$ cat config.mk
export PLATFORM = sky130hd
export DESIGN_NAME = rgbw_controller_top
export DESIGN_NICKNAME = d
export VERILOG_FILES = /design/src/design/rgbw_pwm_pkg.sv /design/src/design/rgbw_reg_pkg.sv /design/src/design/rgbw_controller_top.sv /design/src/design/rgbw_frame_decoder.sv /design/src/design/rgbw_pwm_engine.sv /design/src/design/rgbw_readback.sv /design/src/design/spi_byte_rx.sv
export VERILOG_INCLUDE_DIRS = /design/src /design/src/design
export SDC_FILE = /design/constraint.sdc
export NUM_CORES = 1
export LEC_CHECK = 0
export ABC_AREA = 1
export CAP_MARGIN = 20
export CORE_AREA = 2 2 162 164
export CTS_CLUSTER_DIAMETER = 40
export DETAILED_ROUTE_END_ITERATION = 8
export DIE_AREA = 0 0 164 166
export DONT_BUFFER_PORTS = 1
export GPL_ROUTABILITY_DRIVEN = 0
export PLACE_DENSITY = 0.84
export SLEW_MARGIN = 20
export SYNTH_ARGS = -nofsm -noshare
export SYNTH_HDL_FRONTEND = slang
export SYNTH_SLANG_ARGS = --single-unit
export TNS_END_PERCENT = 5
$ cat constraint.sdc
create_clock -name clk -period 5.7 [get_ports clk]
set_input_delay 0.855 -clock clk [delete_from_list [all_inputs] [get_ports clk]]
set_output_delay 0.855 -clock clk [all_outputs]
set_load 0.01 [all_outputs]
$ cat src/design/rgbw_config.svh
// rgbw controller build-time configuration
// PWM prescale, input synchroniser depth and register count

`ifndef RGBW_CONFIG_SVH
`define RGBW_CONFIG_SVH

// clk cycles per PWM counter step
// one full PWM period is 256 times this
`define RGBW_PWM_PRESCALE 4

// flip-flop depth of the SPI pin synchronisers
// must be 2 or more
`define RGBW_SYNC_STAGES 2

// writable registers in the bank
// indices 0..6, select 7 aliases white on readback
`define RGBW_NUM_REGS 7

`endif

$ cat src/design/rgbw_pwm_pkg.sv
// rgbw PWM package
// duty and counter types plus the output channel enumeration

`default_nettype none

package rgbw_pwm_pkg;

    // on-time per period in counter steps
    typedef logic [7:0] duty_t;

    // free-running period counter, wraps at 256
    typedef logic [7:0] pwm_cnt_t;

    // bit position of each colour on the pwm port
    typedef enum logic [1:0] {
        chan_red   = 2'd0,
        chan_green = 2'd1,
        chan_blue  = 2'd2,
        chan_white = 2'd3
    } pwm_chan_e;

    localparam int num_chans = 4;

endpackage

`default_nettype wire

$ cat src/design/rgbw_reg_pkg.sv
// rgbw register map package
// register index and value types, SPI frame header layout and byte union

`default_nettype none

package rgbw_reg_pkg;

    // register index, 3 bits covers the seven registers plus one alias
    typedef logic [2:0] reg_idx_t;

    // register contents
    typedef logic [7:0] reg_val_t;

    // register map
    localparam reg_idx_t idx_intensity = 3'd0;
    localparam reg_idx_t idx_red       = 3'd1;
    localparam reg_idx_t idx_green     = 3'd2;
    localparam reg_idx_t idx_blue      = 3'd3;
    localparam reg_idx_t idx_color_idx = 3'd4;
    localparam reg_idx_t idx_mode      = 3'd5;
    localparam reg_idx_t idx_white     = 3'd6;

    // first byte of a chip-select frame
    typedef struct packed {
        // 1 = following bytes write the bank
        logic       write_flag;
        logic [3:0] reserved;
        // first register written
        reg_idx_t   start_idx;
    } frame_hdr_t;

    // one received SPI byte, header or data depending on frame position
    typedef union packed {
        frame_hdr_t hdr;
        reg_val_t   data;
    } spi_byte_u;

endpackage

`default_nettype wire

$ cat src/design/rgbw_controller_top.sv
// rgbw LED controller top level
// SPI receiver, frame decoder, PWM engine and readback wired together

`timescale 1ns/100ps
`default_nettype none

module rgbw_controller_top import rgbw_reg_pkg::*; (
    input  logic       clk,
    input  logic       reset,
    input  logic       sck,
    input  logic       cs,
    input  logic       mosi,
    input  reg_idx_t   readback_sel,
    output logic [3:0] pwm,
    output reg_val_t   rb_data
);

    // receiver to decoder
    logic      frame_start;
    logic      byte_valid;
    spi_byte_u rx_byte;

    // register bank
    reg_val_t  reg_intensity;
    reg_val_t  reg_red;
    reg_val_t  reg_green;
    reg_val_t  reg_blue;
    reg_val_t  reg_color_idx;
    reg_val_t  reg_mode;
    reg_val_t  reg_white;

    spi_byte_rx u_spi_rx (
        .clk         (clk),
        .reset       (reset),
        .sck         (sck),
        .cs          (cs),
        .mosi        (mosi),
        .frame_start (frame_start),
        .byte_valid  (byte_valid),
        .rx_byte     (rx_byte)
    );

    rgbw_frame_decoder u_decoder (
        .clk           (clk),
        .reset         (reset),
        .frame_start   (frame_start),
        .byte_valid    (byte_valid),
        .rx_byte       (rx_byte),
        .reg_intensity (reg_intensity),
        .reg_red       (reg_red),
        .reg_green     (reg_green),
        .reg_blue      (reg_blue),
        .reg_color_idx (reg_color_idx),
        .reg_mode      (reg_mode),
        .reg_white     (reg_white)
    );

    // colour index is stored and read back only
    rgbw_pwm_engine u_pwm (
        .clk       (clk),
        .reset     (reset),
        .intensity (reg_intensity),
        .red       (reg_red),
        .green     (reg_green),
        .blue      (reg_blue),
        .white     (reg_white),
        .mode      (reg_mode),
        .pwm       (pwm)
    );

    rgbw_readback u_readback (
        .clk           (clk),
        .reset         (reset),
        .readback_sel  (readback_sel),
        .reg_intensity (reg_intensity),
        .reg_red       (reg_red),
        .reg_green     (reg_green),
        .reg_blue      (reg_blue),
        .reg_color_idx (reg_color_idx),
        .reg_mode      (reg_mode),
        .reg_white     (reg_white),
        .rb_data       (rb_data)
    );

endmodule

`default_nettype wire

$ cat src/design/rgbw_frame_decoder.sv
// rgbw frame decoder
// splits each SPI frame into header and data bytes and owns the register bank

`timescale 1ns/100ps
`default_nettype none

`include "rgbw_config.svh"

module rgbw_frame_decoder import rgbw_reg_pkg::*; (
    input  logic      clk,
    input  logic      reset,
    input  logic      frame_start,
    input  logic      byte_valid,
    input  spi_byte_u rx_byte,
    output reg_val_t  reg_intensity,
    output reg_val_t  reg_red,
    output reg_val_t  reg_green,
    output reg_val_t  reg_blue,
    output reg_val_t  reg_color_idx,
    output reg_val_t  reg_mode,
    output reg_val_t  reg_white
);

    localparam int num_regs = `RGBW_NUM_REGS;
    localparam reg_idx_t last_idx = reg_idx_t'(num_regs - 1);

    // next byte in the frame is the header
    logic     expect_hdr;
    // frame is writing and the index has not run off the bank
    logic     wr_active;
    reg_idx_t wr_idx;

    always_ff @(posedge clk)
    begin
        if (reset)
        begin
            expect_hdr    <= 1'b0;
            wr_active     <= 1'b0;
            wr_idx        <= '0;
            reg_intensity <= '0;
            reg_red       <= '0;
            reg_green     <= '0;
            reg_blue      <= '0;
            reg_color_idx <= '0;
            reg_mode      <= '0;
            reg_white     <= '0;
        end
        else if (frame_start)
        begin
            expect_hdr <= 1'b1;
            wr_active  <= 1'b0;
        end
        else if (byte_valid)
        begin
            if (expect_hdr)
            begin
                // header view of the byte
                expect_hdr <= 1'b0;
                wr_active  <= rx_byte.hdr.write_flag;
                wr_idx     <= rx_byte.hdr.start_idx;
            end
            else if (wr_active)
            begin
                // data view, one register per byte
                case (wr_idx)
                    idx_intensity: reg_intensity <= rx_byte.data;
                    idx_red:       reg_red       <= rx_byte.data;
                    idx_green:     reg_green     <= rx_byte.data;
                    idx_blue:      reg_blue      <= rx_byte.data;
                    idx_color_idx: reg_color_idx <= rx_byte.data;
                    idx_mode:      reg_mode      <= rx_byte.data;
                    idx_white:     reg_white     <= rx_byte.data;
                    // start index 7 writes nothing
                    default: ;
                endcase
                // stop at the end of the bank instead of wrapping to 0
                if (wr_idx >= last_idx)
                    wr_active <= 1'b0;
                else
                    wr_idx <= wr_idx + 3'd1;
            end
        end
    end

endmodule

`default_nettype wire

$ cat src/design/rgbw_pwm_engine.sv
// rgbw PWM engine
// scales each colour by intensity and drives four PWM outputs off one counter

`timescale 1ns/100ps
`default_nettype none

`include "rgbw_config.svh"

module rgbw_pwm_engine import rgbw_reg_pkg::*, rgbw_pwm_pkg::*; (
    input  logic                 clk,
    input  logic                 reset,
    input  reg_val_t             intensity,
    input  reg_val_t             red,
    input  reg_val_t             green,
    input  reg_val_t             blue,
    input  reg_val_t             white,
    input  reg_val_t             mode,
    output logic [num_chans-1:0] pwm
);

    localparam int prescale = `RGBW_PWM_PRESCALE;
    localparam int pre_w    = (prescale > 1) ? $clog2(prescale) : 1;

    reg_val_t   colour [num_chans];
    duty_t      duty_q [num_chans];
    logic [pre_w-1:0] pre_cnt;
    logic       tick;
    pwm_cnt_t   cnt;
    logic [num_chans-1:0] pwm_q;

    // colour * (intensity + 1) / 256, truncated
    // intensity 255 passes the colour unchanged
    function automatic duty_t scale(input reg_val_t c, input reg_val_t i);
        logic [15:0] prod;
        prod = 16'(c) * (16'(i) + 16'd1);
        return prod[15:8];
    endfunction

    assign colour[chan_red]   = red;
    assign colour[chan_green] = green;
    assign colour[chan_blue]  = blue;
    assign colour[chan_white] = white;

    // duties follow the registers one cycle later
    always_ff @(posedge clk)
    begin
        for (int ch = 0; ch < num_chans; ch++)
            duty_q[ch] <= scale(colour[ch], intensity);
    end

    // prescale tick and shared period counter
    assign tick = (pre_cnt == pre_w'(prescale - 1));

    always_ff @(posedge clk)
    begin
        if (reset)
        begin
            pre_cnt <= '0;
            cnt     <= '0;
        end
        else if (tick)
        begin
            pre_cnt <= '0;
            // natural wrap at 256
            cnt     <= cnt + 8'd1;
        end
        else
            pre_cnt <= pre_cnt + pre_w'(1);
    end

    // high while the counter is below the duty
    always_ff @(posedge clk)
    begin
        if (reset)
            pwm_q <= '0;
        else
            for (int ch = 0; ch < num_chans; ch++)
                pwm_q[ch] <= (cnt < duty_q[ch]);
    end

    // mode bit 0 is the global enable, applied without delay
    assign pwm = pwm_q & {num_chans{mode[0]}};

endmodule

`default_nettype wire

$ cat src/design/rgbw_readback.sv
// rgbw readback stage
// registered mux of the register bank onto the host readback port

`timescale 1ns/100ps
`default_nettype none

`include "rgbw_config.svh"

module rgbw_readback import rgbw_reg_pkg::*; (
    input  logic     clk,
    input  logic     reset,
    input  reg_idx_t readback_sel,
    input  reg_val_t reg_intensity,
    input  reg_val_t reg_red,
    input  reg_val_t reg_green,
    input  reg_val_t reg_blue,
    input  reg_val_t reg_color_idx,
    input  reg_val_t reg_mode,
    input  reg_val_t reg_white,
    output reg_val_t rb_data
);

    localparam int num_regs = `RGBW_NUM_REGS;

    // bank gathered into an array in register-map order
    reg_val_t bank [num_regs];

    assign bank[idx_intensity] = reg_intensity;
    assign bank[idx_red]       = reg_red;
    assign bank[idx_green]     = reg_green;
    assign bank[idx_blue]      = reg_blue;
    assign bank[idx_color_idx] = reg_color_idx;
    assign bank[idx_mode]      = reg_mode;
    assign bank[idx_white]     = reg_white;

    always_ff @(posedge clk)
    begin
        if (reset)
            rb_data <= '0;
        else if (readback_sel < reg_idx_t'(num_regs))
            rb_data <= bank[readback_sel];
        else
            // out-of-range select shows white
            rb_data <= reg_white;
    end

endmodule

`default_nettype wire

$ cat src/design/spi_byte_rx.sv
// SPI mode-0 slave byte receiver
// synchronises the pins into clk, shifts bytes MSB first, flags frame start

`timescale 1ns/100ps
`default_nettype none

`include "rgbw_config.svh"

module spi_byte_rx import rgbw_reg_pkg::*; (
    input  logic      clk,
    input  logic      reset,
    input  logic      sck,
    input  logic      cs,
    input  logic      mosi,
    output logic      frame_start,
    output logic      byte_valid,
    output spi_byte_u rx_byte
);

    localparam int sync_stages = `RGBW_SYNC_STAGES;

    // synchroniser chains, oldest sample at the top bit
    logic [sync_stages-1:0] sck_sync;
    logic [sync_stages-1:0] cs_sync;
    logic [sync_stages-1:0] mosi_sync;

    logic     sck_s;
    logic     cs_s;
    logic     mosi_s;
    // previous synchronised levels for edge detection
    logic     sck_d;
    logic     cs_d;
    logic     sck_rise;
    logic     cs_fall;
    logic [2:0] bit_cnt;
    reg_val_t shift_reg;

    always_ff @(posedge clk)
    begin
        if (reset)
        begin
            sck_sync  <= '0;
            // cs idles high so no frame start comes out of reset
            cs_sync   <= '1;
            mosi_sync <= '0;
            sck_d     <= 1'b0;
            cs_d      <= 1'b1;
        end
        else
        begin
            sck_sync  <= {sck_sync[sync_stages-2:0], sck};
            cs_sync   <= {cs_sync[sync_stages-2:0], cs};
            mosi_sync <= {mosi_sync[sync_stages-2:0], mosi};
            sck_d     <= sck_s;
            cs_d      <= cs_s;
        end
    end

    assign sck_s    = sck_sync[sync_stages-1];
    assign cs_s     = cs_sync[sync_stages-1];
    // mosi goes through the same depth so it lines up with sck
    assign mosi_s   = mosi_sync[sync_stages-1];
    assign sck_rise = sck_s & ~sck_d;
    assign cs_fall  = ~cs_s & cs_d;

    // bit counter and strobes
    always_ff @(posedge clk)
    begin
        if (reset)
        begin
            bit_cnt     <= '0;
            byte_valid  <= 1'b0;
            frame_start <= 1'b0;
        end
        else
        begin
            frame_start <= cs_fall;
            byte_valid  <= 1'b0;
            if (cs_s)
                // deselected, any partial byte is dropped
                bit_cnt <= '0;
            else if (sck_rise)
            begin
                bit_cnt <= bit_cnt + 3'd1;
                if (bit_cnt == 3'd7)
                    byte_valid <= 1'b1;
            end
        end
    end

    // shift register, MSB arrives first
    always_ff @(posedge clk)
    begin
        if (!cs_s && sck_rise)
            shift_reg <= {shift_reg[6:0], mosi_s};
    end

    // stable until the next sck edge, at least 8 clk away
    assign rx_byte.data = shift_reg;

endmodule

`default_nettype wire

After elaboration in Yosys (flattened, before gate mapping)
Memories as Yosys holds them, arrays and structs flattened. Cells that the tools add are included.

Flip-flop bits (word level): 104. Latch bits: 0. Memory bits (writable): 32. Bits in read-only memories: 0. Input bits: 8. Logic and storage cells: 88. Memories: 1.

$add $sub $neg: 5. Multiply operators: 4. Divide/modulo/power cells: 0. $lt $le $gt $ge: 7. Equality and inequality tests: 9. Shift-type cells: 0. Multiplexer cells: 13. Bitwise operators: 9. Reduce and logical (&&, ||, !) cells: 17.

Memories: u_pwm.duty_q (depth 4, width 8, read ports 4, clocked after Yosys merged registers in 0, write ports 4, line rgbw_pwm_engine.sv:25) `duty_t duty_q [num_chans];`.

Operators by type and width (count): $mul A8 B16 Y16 (3); $reduce_and A5 Y1 (7); $lt A8 B8 Y1 (4); $bmux W8 S3 (1); $mux W8 (3); $mul A8 B9 Y16 (1); $eq A3 B3 Y1 const B (4); $add A8 B1 Y9 const B (1); $mux W3 (3); $add A8 B1 Y8 const B (1); $add A3 B1 Y3 const B (2); $eq A3 B2 Y1 const B (2); $mux W1 (6); $reduce_or A2 Y1 (3); $not A1 Y1 (5); $and A4 B4 Y4 (1); $ge A4 B4 Y1 const B (1); $not A3 Y4 (1); $reduce_and A4 Y1 (1); $reduce_bool A2 Y1 (2); $eq A3 B1 Y1 const B (1); $ge A3 B3 Y1 const B (1); $logic_not A3 Y1 (1); $lt A3 B3 Y1 const B (1); other kinds (7) (8).

Longest topological paths before layout
Depth after elaboration: 5. Gate-level depth with buffers: 25.

By module
From an unflattened synthesis, not the netlist that was laid out.

Cells, all modules: 2221. Area total of the unflattened synthesis: 15293.4 um^2.

Modules (own cells, without submodules): rgbw_pwm_engine (instances 1, cells an instance 1582, area each 11111.9 um^2); rgbw_frame_decoder (instances 1, cells an instance 413, area each 2677.6 um^2); rgbw_readback (instances 1, cells an instance 167, area each 819.5 um^2); spi_byte_rx (instances 1, cells an instance 59, area each 684.4 um^2).

Worst setup path before layout
Ideal clock, no wire load.

Path kind: register to register. Start: register u_decoder.reg_intensity[0]. End: memory u_pwm.duty_q[3][7] in the netlist's numbering. Arrival: 4.431 ns. Setup slack: 1.157 ns. Stages on the path, launching flop included: 24. Period minus slack after synthesis: 4.543 ns. Cell sequence: dfxtp_1 ha_1 nand2_1 nor2_2 inv_2 nor2_4 xnor2_2 buf_6 nor2_2 fa_1 fa_1 fa_1 inv_1 fa_1 inv_1 ha_1 nand2_1 inv_1 nand2_1 nand2_1 a21oi_1 nand2_1 nand2_1 nand2_1.

RTL lines: start: declaration (line rgbw_frame_decoder.sv:15) `output reg_val_t reg_intensity,`; start signal: assignment (line rgbw_frame_decoder.sv:66) `idx_intensity: reg_intensity <= rx_byte.data;`; end: declaration (line rgbw_pwm_engine.sv:25).

==> impl_summary.md <==
Cells and area
The filler cell count is 2,146. The area taken by multi-input logic gates is 0.0100 sq mm. The layout overhead on the synthesized area is 5.99%. In the final layout, the share of cells above drive strength 1 is 3.35%. The finished layout cell area is 0.0155 sq mm. The sequential cells in the finished layout cover a total of 0.00280 sq mm.

The repair_antennas step left the layout with diodes totalling 0. At the end of the flow, the number of nets in the layout was 2,319.

Detailed routing
The average detailed-routed wire length per instance is 15.9 um. The number of DRC violations after detailed-routing iteration 0 is 1,269. The total iterations of the first detailed-routing run is 7. The routed layout has 12,900 vias. For this run, design rule violations remaining after detail routing come to 0. The detail route stage leaves a number of antenna-violating nets equal to 0. Dividing the detail-routed via count by the number of cells gives 5.53. The overall routed net length is 37,000 um.

STA
Subtracting the final worst setup slack from the clock period gives 5300 ps. After layout, the worst path uses 93.0% of the clock period. The post-route clock skew is 14.8 ps. The transition at the pin with the smallest max-transition slack is 817 ps. The total negative slack for setup checks is 0 ps.

Setup repair after global routing left no endpoint under its margin. The fmax is 0.189 GHz. The number of setup violations in the final report is 0. The remaining max-slew budget at the tightest pin is 45.4%. The count of final hold-check violations is 0. The number of pins with negative max-slew slack in the final report came to 0.

Pwr
In this run the power density over the cells is 139 mW/mm^2. Across the VDD grid, the largest voltage drop is 0.199 mV. The leakage dissipation is 7.84 nW. Power comes to 2.15 mW.

Worst setup path
The start of the worst register-to-register path is u_decoder.reg_intensity[0]$_SDFFE_PP0P_. The critical path startpoint is u_decoder.reg_intensity[0]$_SDFFE_PP0P_. The end of the worst register-to-register path is u_pwm.duty_q[0][6]$_DFF_P_.

Measured in cells, the most critical reg-to-reg path has a length of 21. The worst setup path is captured at a register. The type of the worst setup path is reg -> reg. The data arrival time of the critical path is 5630 ps.

On the worst path, the slowest cell contributes a delay of 530 ps. The category of the worst setup path launch point is a register. For flop-to-flop paths, the worst setup slack is 400 ps. Traced cell by cell, the critical path runs through buf_4, nand4_2, nor2_2, inv_1, nand2_1, inv_2, nand2_1, fa_1, fa_1, inv_1, fa_1, inv_1, fa_1, inv_1, ha_1, a21oi_1, o21ai_0, a21oi_1, nand2_1, nand2_1, nand2_1.

The maximum fanout along the worst path is 24. The cell with the largest stage delay on the worst path is fa_1. By instance count, the cell type seen most on the critical path is nand2_1. The required time of the critical path is 6030 ps.

Global routing
The pin count of the biggest net entering global routing is 66. The total grt overflow is 0. The first global-routing pass estimated 62,100 um of wire. Global routing used 28.4% of the available tracks.

The initial antenna violation count was 0. The number of global-route vias before repair was 13,000.

Clock network
The clock root buffer is clkbuf_16. The number of gates resized after CTS was 0. For the worst-skew pair, the clock arrives at the later sink with an insertion delay of 440 ps.

The worst-case clock buffer depth is 2. The clock net in this run drives a total of 136 sinks. After clock tree synthesis, the setup repair step added 0 buffers.

The H-tree was split into 4 levels. For this design, the CTS-stage hold fixing added 0 buffers. The number of buffers added by the clock tree synthesis step is 17. After clock tree synthesis, the clock-pin slew on the worst setup and hold paths is 70 ps.

The TritonCTS clock tree is done.

Synthesis
The number of library cell types mapped by synthesis is 35. The count of synthesis-stage warnings from yosys is 0. The number of flip-flops and latches in the synthesized netlist is 136. The number of cells produced by synthesis is 2,001. The sequential share of the synthesized area is 19.2%.

A synthesized cell averages 7.29 sq um. The area of the mapped netlist is 0.0146 sq mm. Among all flip-flop cells after synthesis, the most frequent one is dfxtp_1. The number of flops mapped to enable cells by yosys is 8. The net count of the mapped netlist is 2,335. Counting flops with an async set or reset pin after synthesis yields a share of 0%.

Floorplanning
The die is 166 um tall. The area of the placeable core is 0.0256 sq mm. The boundary pin count is 20. The initialized floorplan defines 59 standard-cell rows.

The initial core utilization is 57.0%. The die is 164 um wide. The die covers 0.0272 sq mm.

Flow run
The max-capacitance violation count is 0.

Min path
The source of the worst hold timing path is u_spi_rx.mosi_sync[0]$_SDFF_PP0_. The worst hold path belongs to the class reg -> reg. The end of the worst hold path is u_spi_rx.mosi_sync[1]$_SDFF_PP0_. The worst hold path passes through 2 cells.

Outcome
The run finished with clean final reports.

Placed design
Input and output buffers added on the ports amount to 0. The post-placement cell area is 0.0149 sq mm. The post-detailed-placement half-perimeter wirelength is 28,400 um.
sequential cells by signal (all words and copies together), names as in the netlist, 2 cells and up:
| register | cells |
|---|---|
| u_decoder.wr_idx | 3 |
| u_readback.rb_data | 8 |
| u_pwm.duty_q | 32 |
| u_spi_rx.mosi_sync | 2 |
| u_decoder.reg_red | 8 |
| u_decoder.reg_intensity | 8 |
| u_decoder.reg_white | 8 |
| u_decoder.reg_color_idx | 8 |
| u_decoder.reg_mode | 8 |
| u_decoder.reg_green | 8 |
| u_pwm.pre_cnt | 2 |
| u_pwm.cnt | 8 |
| u_spi_rx.cs_sync | 2 |
| u_pwm.pwm_q | 4 |
| u_spi_rx.sck_sync | 2 |
| u_spi_rx.rx_byte | 8 |
| u_spi_rx.bit_cnt | 3 |
| u_decoder.reg_blue | 8 |
logic make-up after synthesis:
kind of cell | after synthesis | synth area share, %
simple gates | 787 | 21.5
buf+inv | 464 | 12.3
fa+ha+maj | 326 | 36.2
compound gates | 270 | 9.65
flops | 136 | 19.2
xor+xnor | 18 | 1.13
final cells by class:
class / instances / share of cell area (%)
Multi-Input combinational cell: 1401 / 64.7
Timing Repair Buffer: 9 / 0.518
Tap cell: 335 / 2.71
Clock buffer: 18 / 2.78
Clock inverter: 14 / 1.00
Inverter: 420 / 10.2
Sequential cell: 136 / 18.1
power by group:
| group | internal [mW] | total (mW) | switching [mW] |
|---|---|---|---|
| Sequential | 0.968 | 0.977 | 0.00907 |
| Clock | 0.620 | 1.12 | 0.497 |
| Combinational | 0.0188 | 0.0542 | 0.0355 |
| Total | 1.61 | 2.15 | 0.542 |
layer usage:
layer | track usage (%) | vias to the layer above | wire [um]
li1 | - | 6100 | -
met1 | 35.8 | 5988 | 14700
met2 | 46.6 | 661 | 17000
met3 | 6.57 | 153 | 3640
met4 | 12.4 | 0 | 1650
met5 | 0 | - | 0
synthesized netlist by cell type, types with 2 or more instances:
cell	n	area share [%]
a21o_1	4	0.21
a21oi_1	129	4.4
buf_1	4	0.10
buf_2	15	0.51
buf_6	5	0.39
clkbuf_1	20	0.51
clkinv_1	6	0.15
dfxtp_1	128	18
edfxtp_1	8	1.6
fa_1	160	22
ha_1	166	14
inv_1	409	11
inv_2	5	0.13
nand2_1	385	9.9
nand3_1	57	2.0
nor2_1	307	7.9
nor2_2	14	0.60
nor3_1	5	0.17
nor3b_1	3	0.15
nor4_1	8	0.34
o211ai_1	9	0.46
o21a_1	8	0.41
o21ai_0	118	4.0
or2_2	2	0.086
xnor2_1	6	0.36
xor2_1	11	0.66
stage by stage:
stage | util [%] | hold WS (ps) | std cells | worst slack [ps]
CTS | 60.3 | 407 | 2333 | 150
floorplan | - | 386 | 2001 | 1160
global placement | 58.0 | 393 | 2301 | 472
detailed placement | 58.0 | 398 | 2301 | 243
finish | 60.4 | 404 | 2333 | 400
global route | 60.4 | 420 | 2333 | 94.2
worst max-delay path, delay by kind of cell (launching register included):
family / cells / cell delay [ps]
fa+ha+maj: 5 / 2290
simple gates: 7 / 1030
buf+inv: 6 / 770
compound gates: 3 / 760
flops: 1 / 340
cells in the final DEF, fill, tap and decap left out, types with 2 or more instances in the layout:
cell type	count
inv_1	409
nand2_1	385
nor2_1	307
ha_1	166
fa_1	160
a21oi_1	129
dfxtp_1	128
o21ai_0	118
nand3_1	57
clkbuf_16	17
nor2_2	14
xor2_1	11
o211ai_1	9
nor4_1	8
o21a_1	8
buf_4	8
edfxtp_1	8
clkinv_1	6
xnor2_1	6
inv_6	6
inv_2	5
nor3_1	5
a21o_1	4
nor3b_1	3
clkinv_4	3
or2_2	2
inv_8	2
worst max-delay path by stage:
stage,endpoint,slack [ps],cells after the start
6_report,u_pwm.duty_q[0][6]$_DFF_P_,400,21
5_1_grt,u_pwm.duty_q[1][6]$_DFF_P_,90,20
4_1_cts,u_pwm.duty_q[0][7]$_DFF_P_,150,24
3_5_place_dp,u_pwm.duty_q[3][7]$_DFF_P_,240,21
3_3_place_gp,u_pwm.duty_q[0][6]$_DFF_P_,470,22
2_1_floorplan,u_pwm.duty_q[3][7]$_DFF_P_,1160,23
Note: power is estimated with default switching activity, not from simulation.
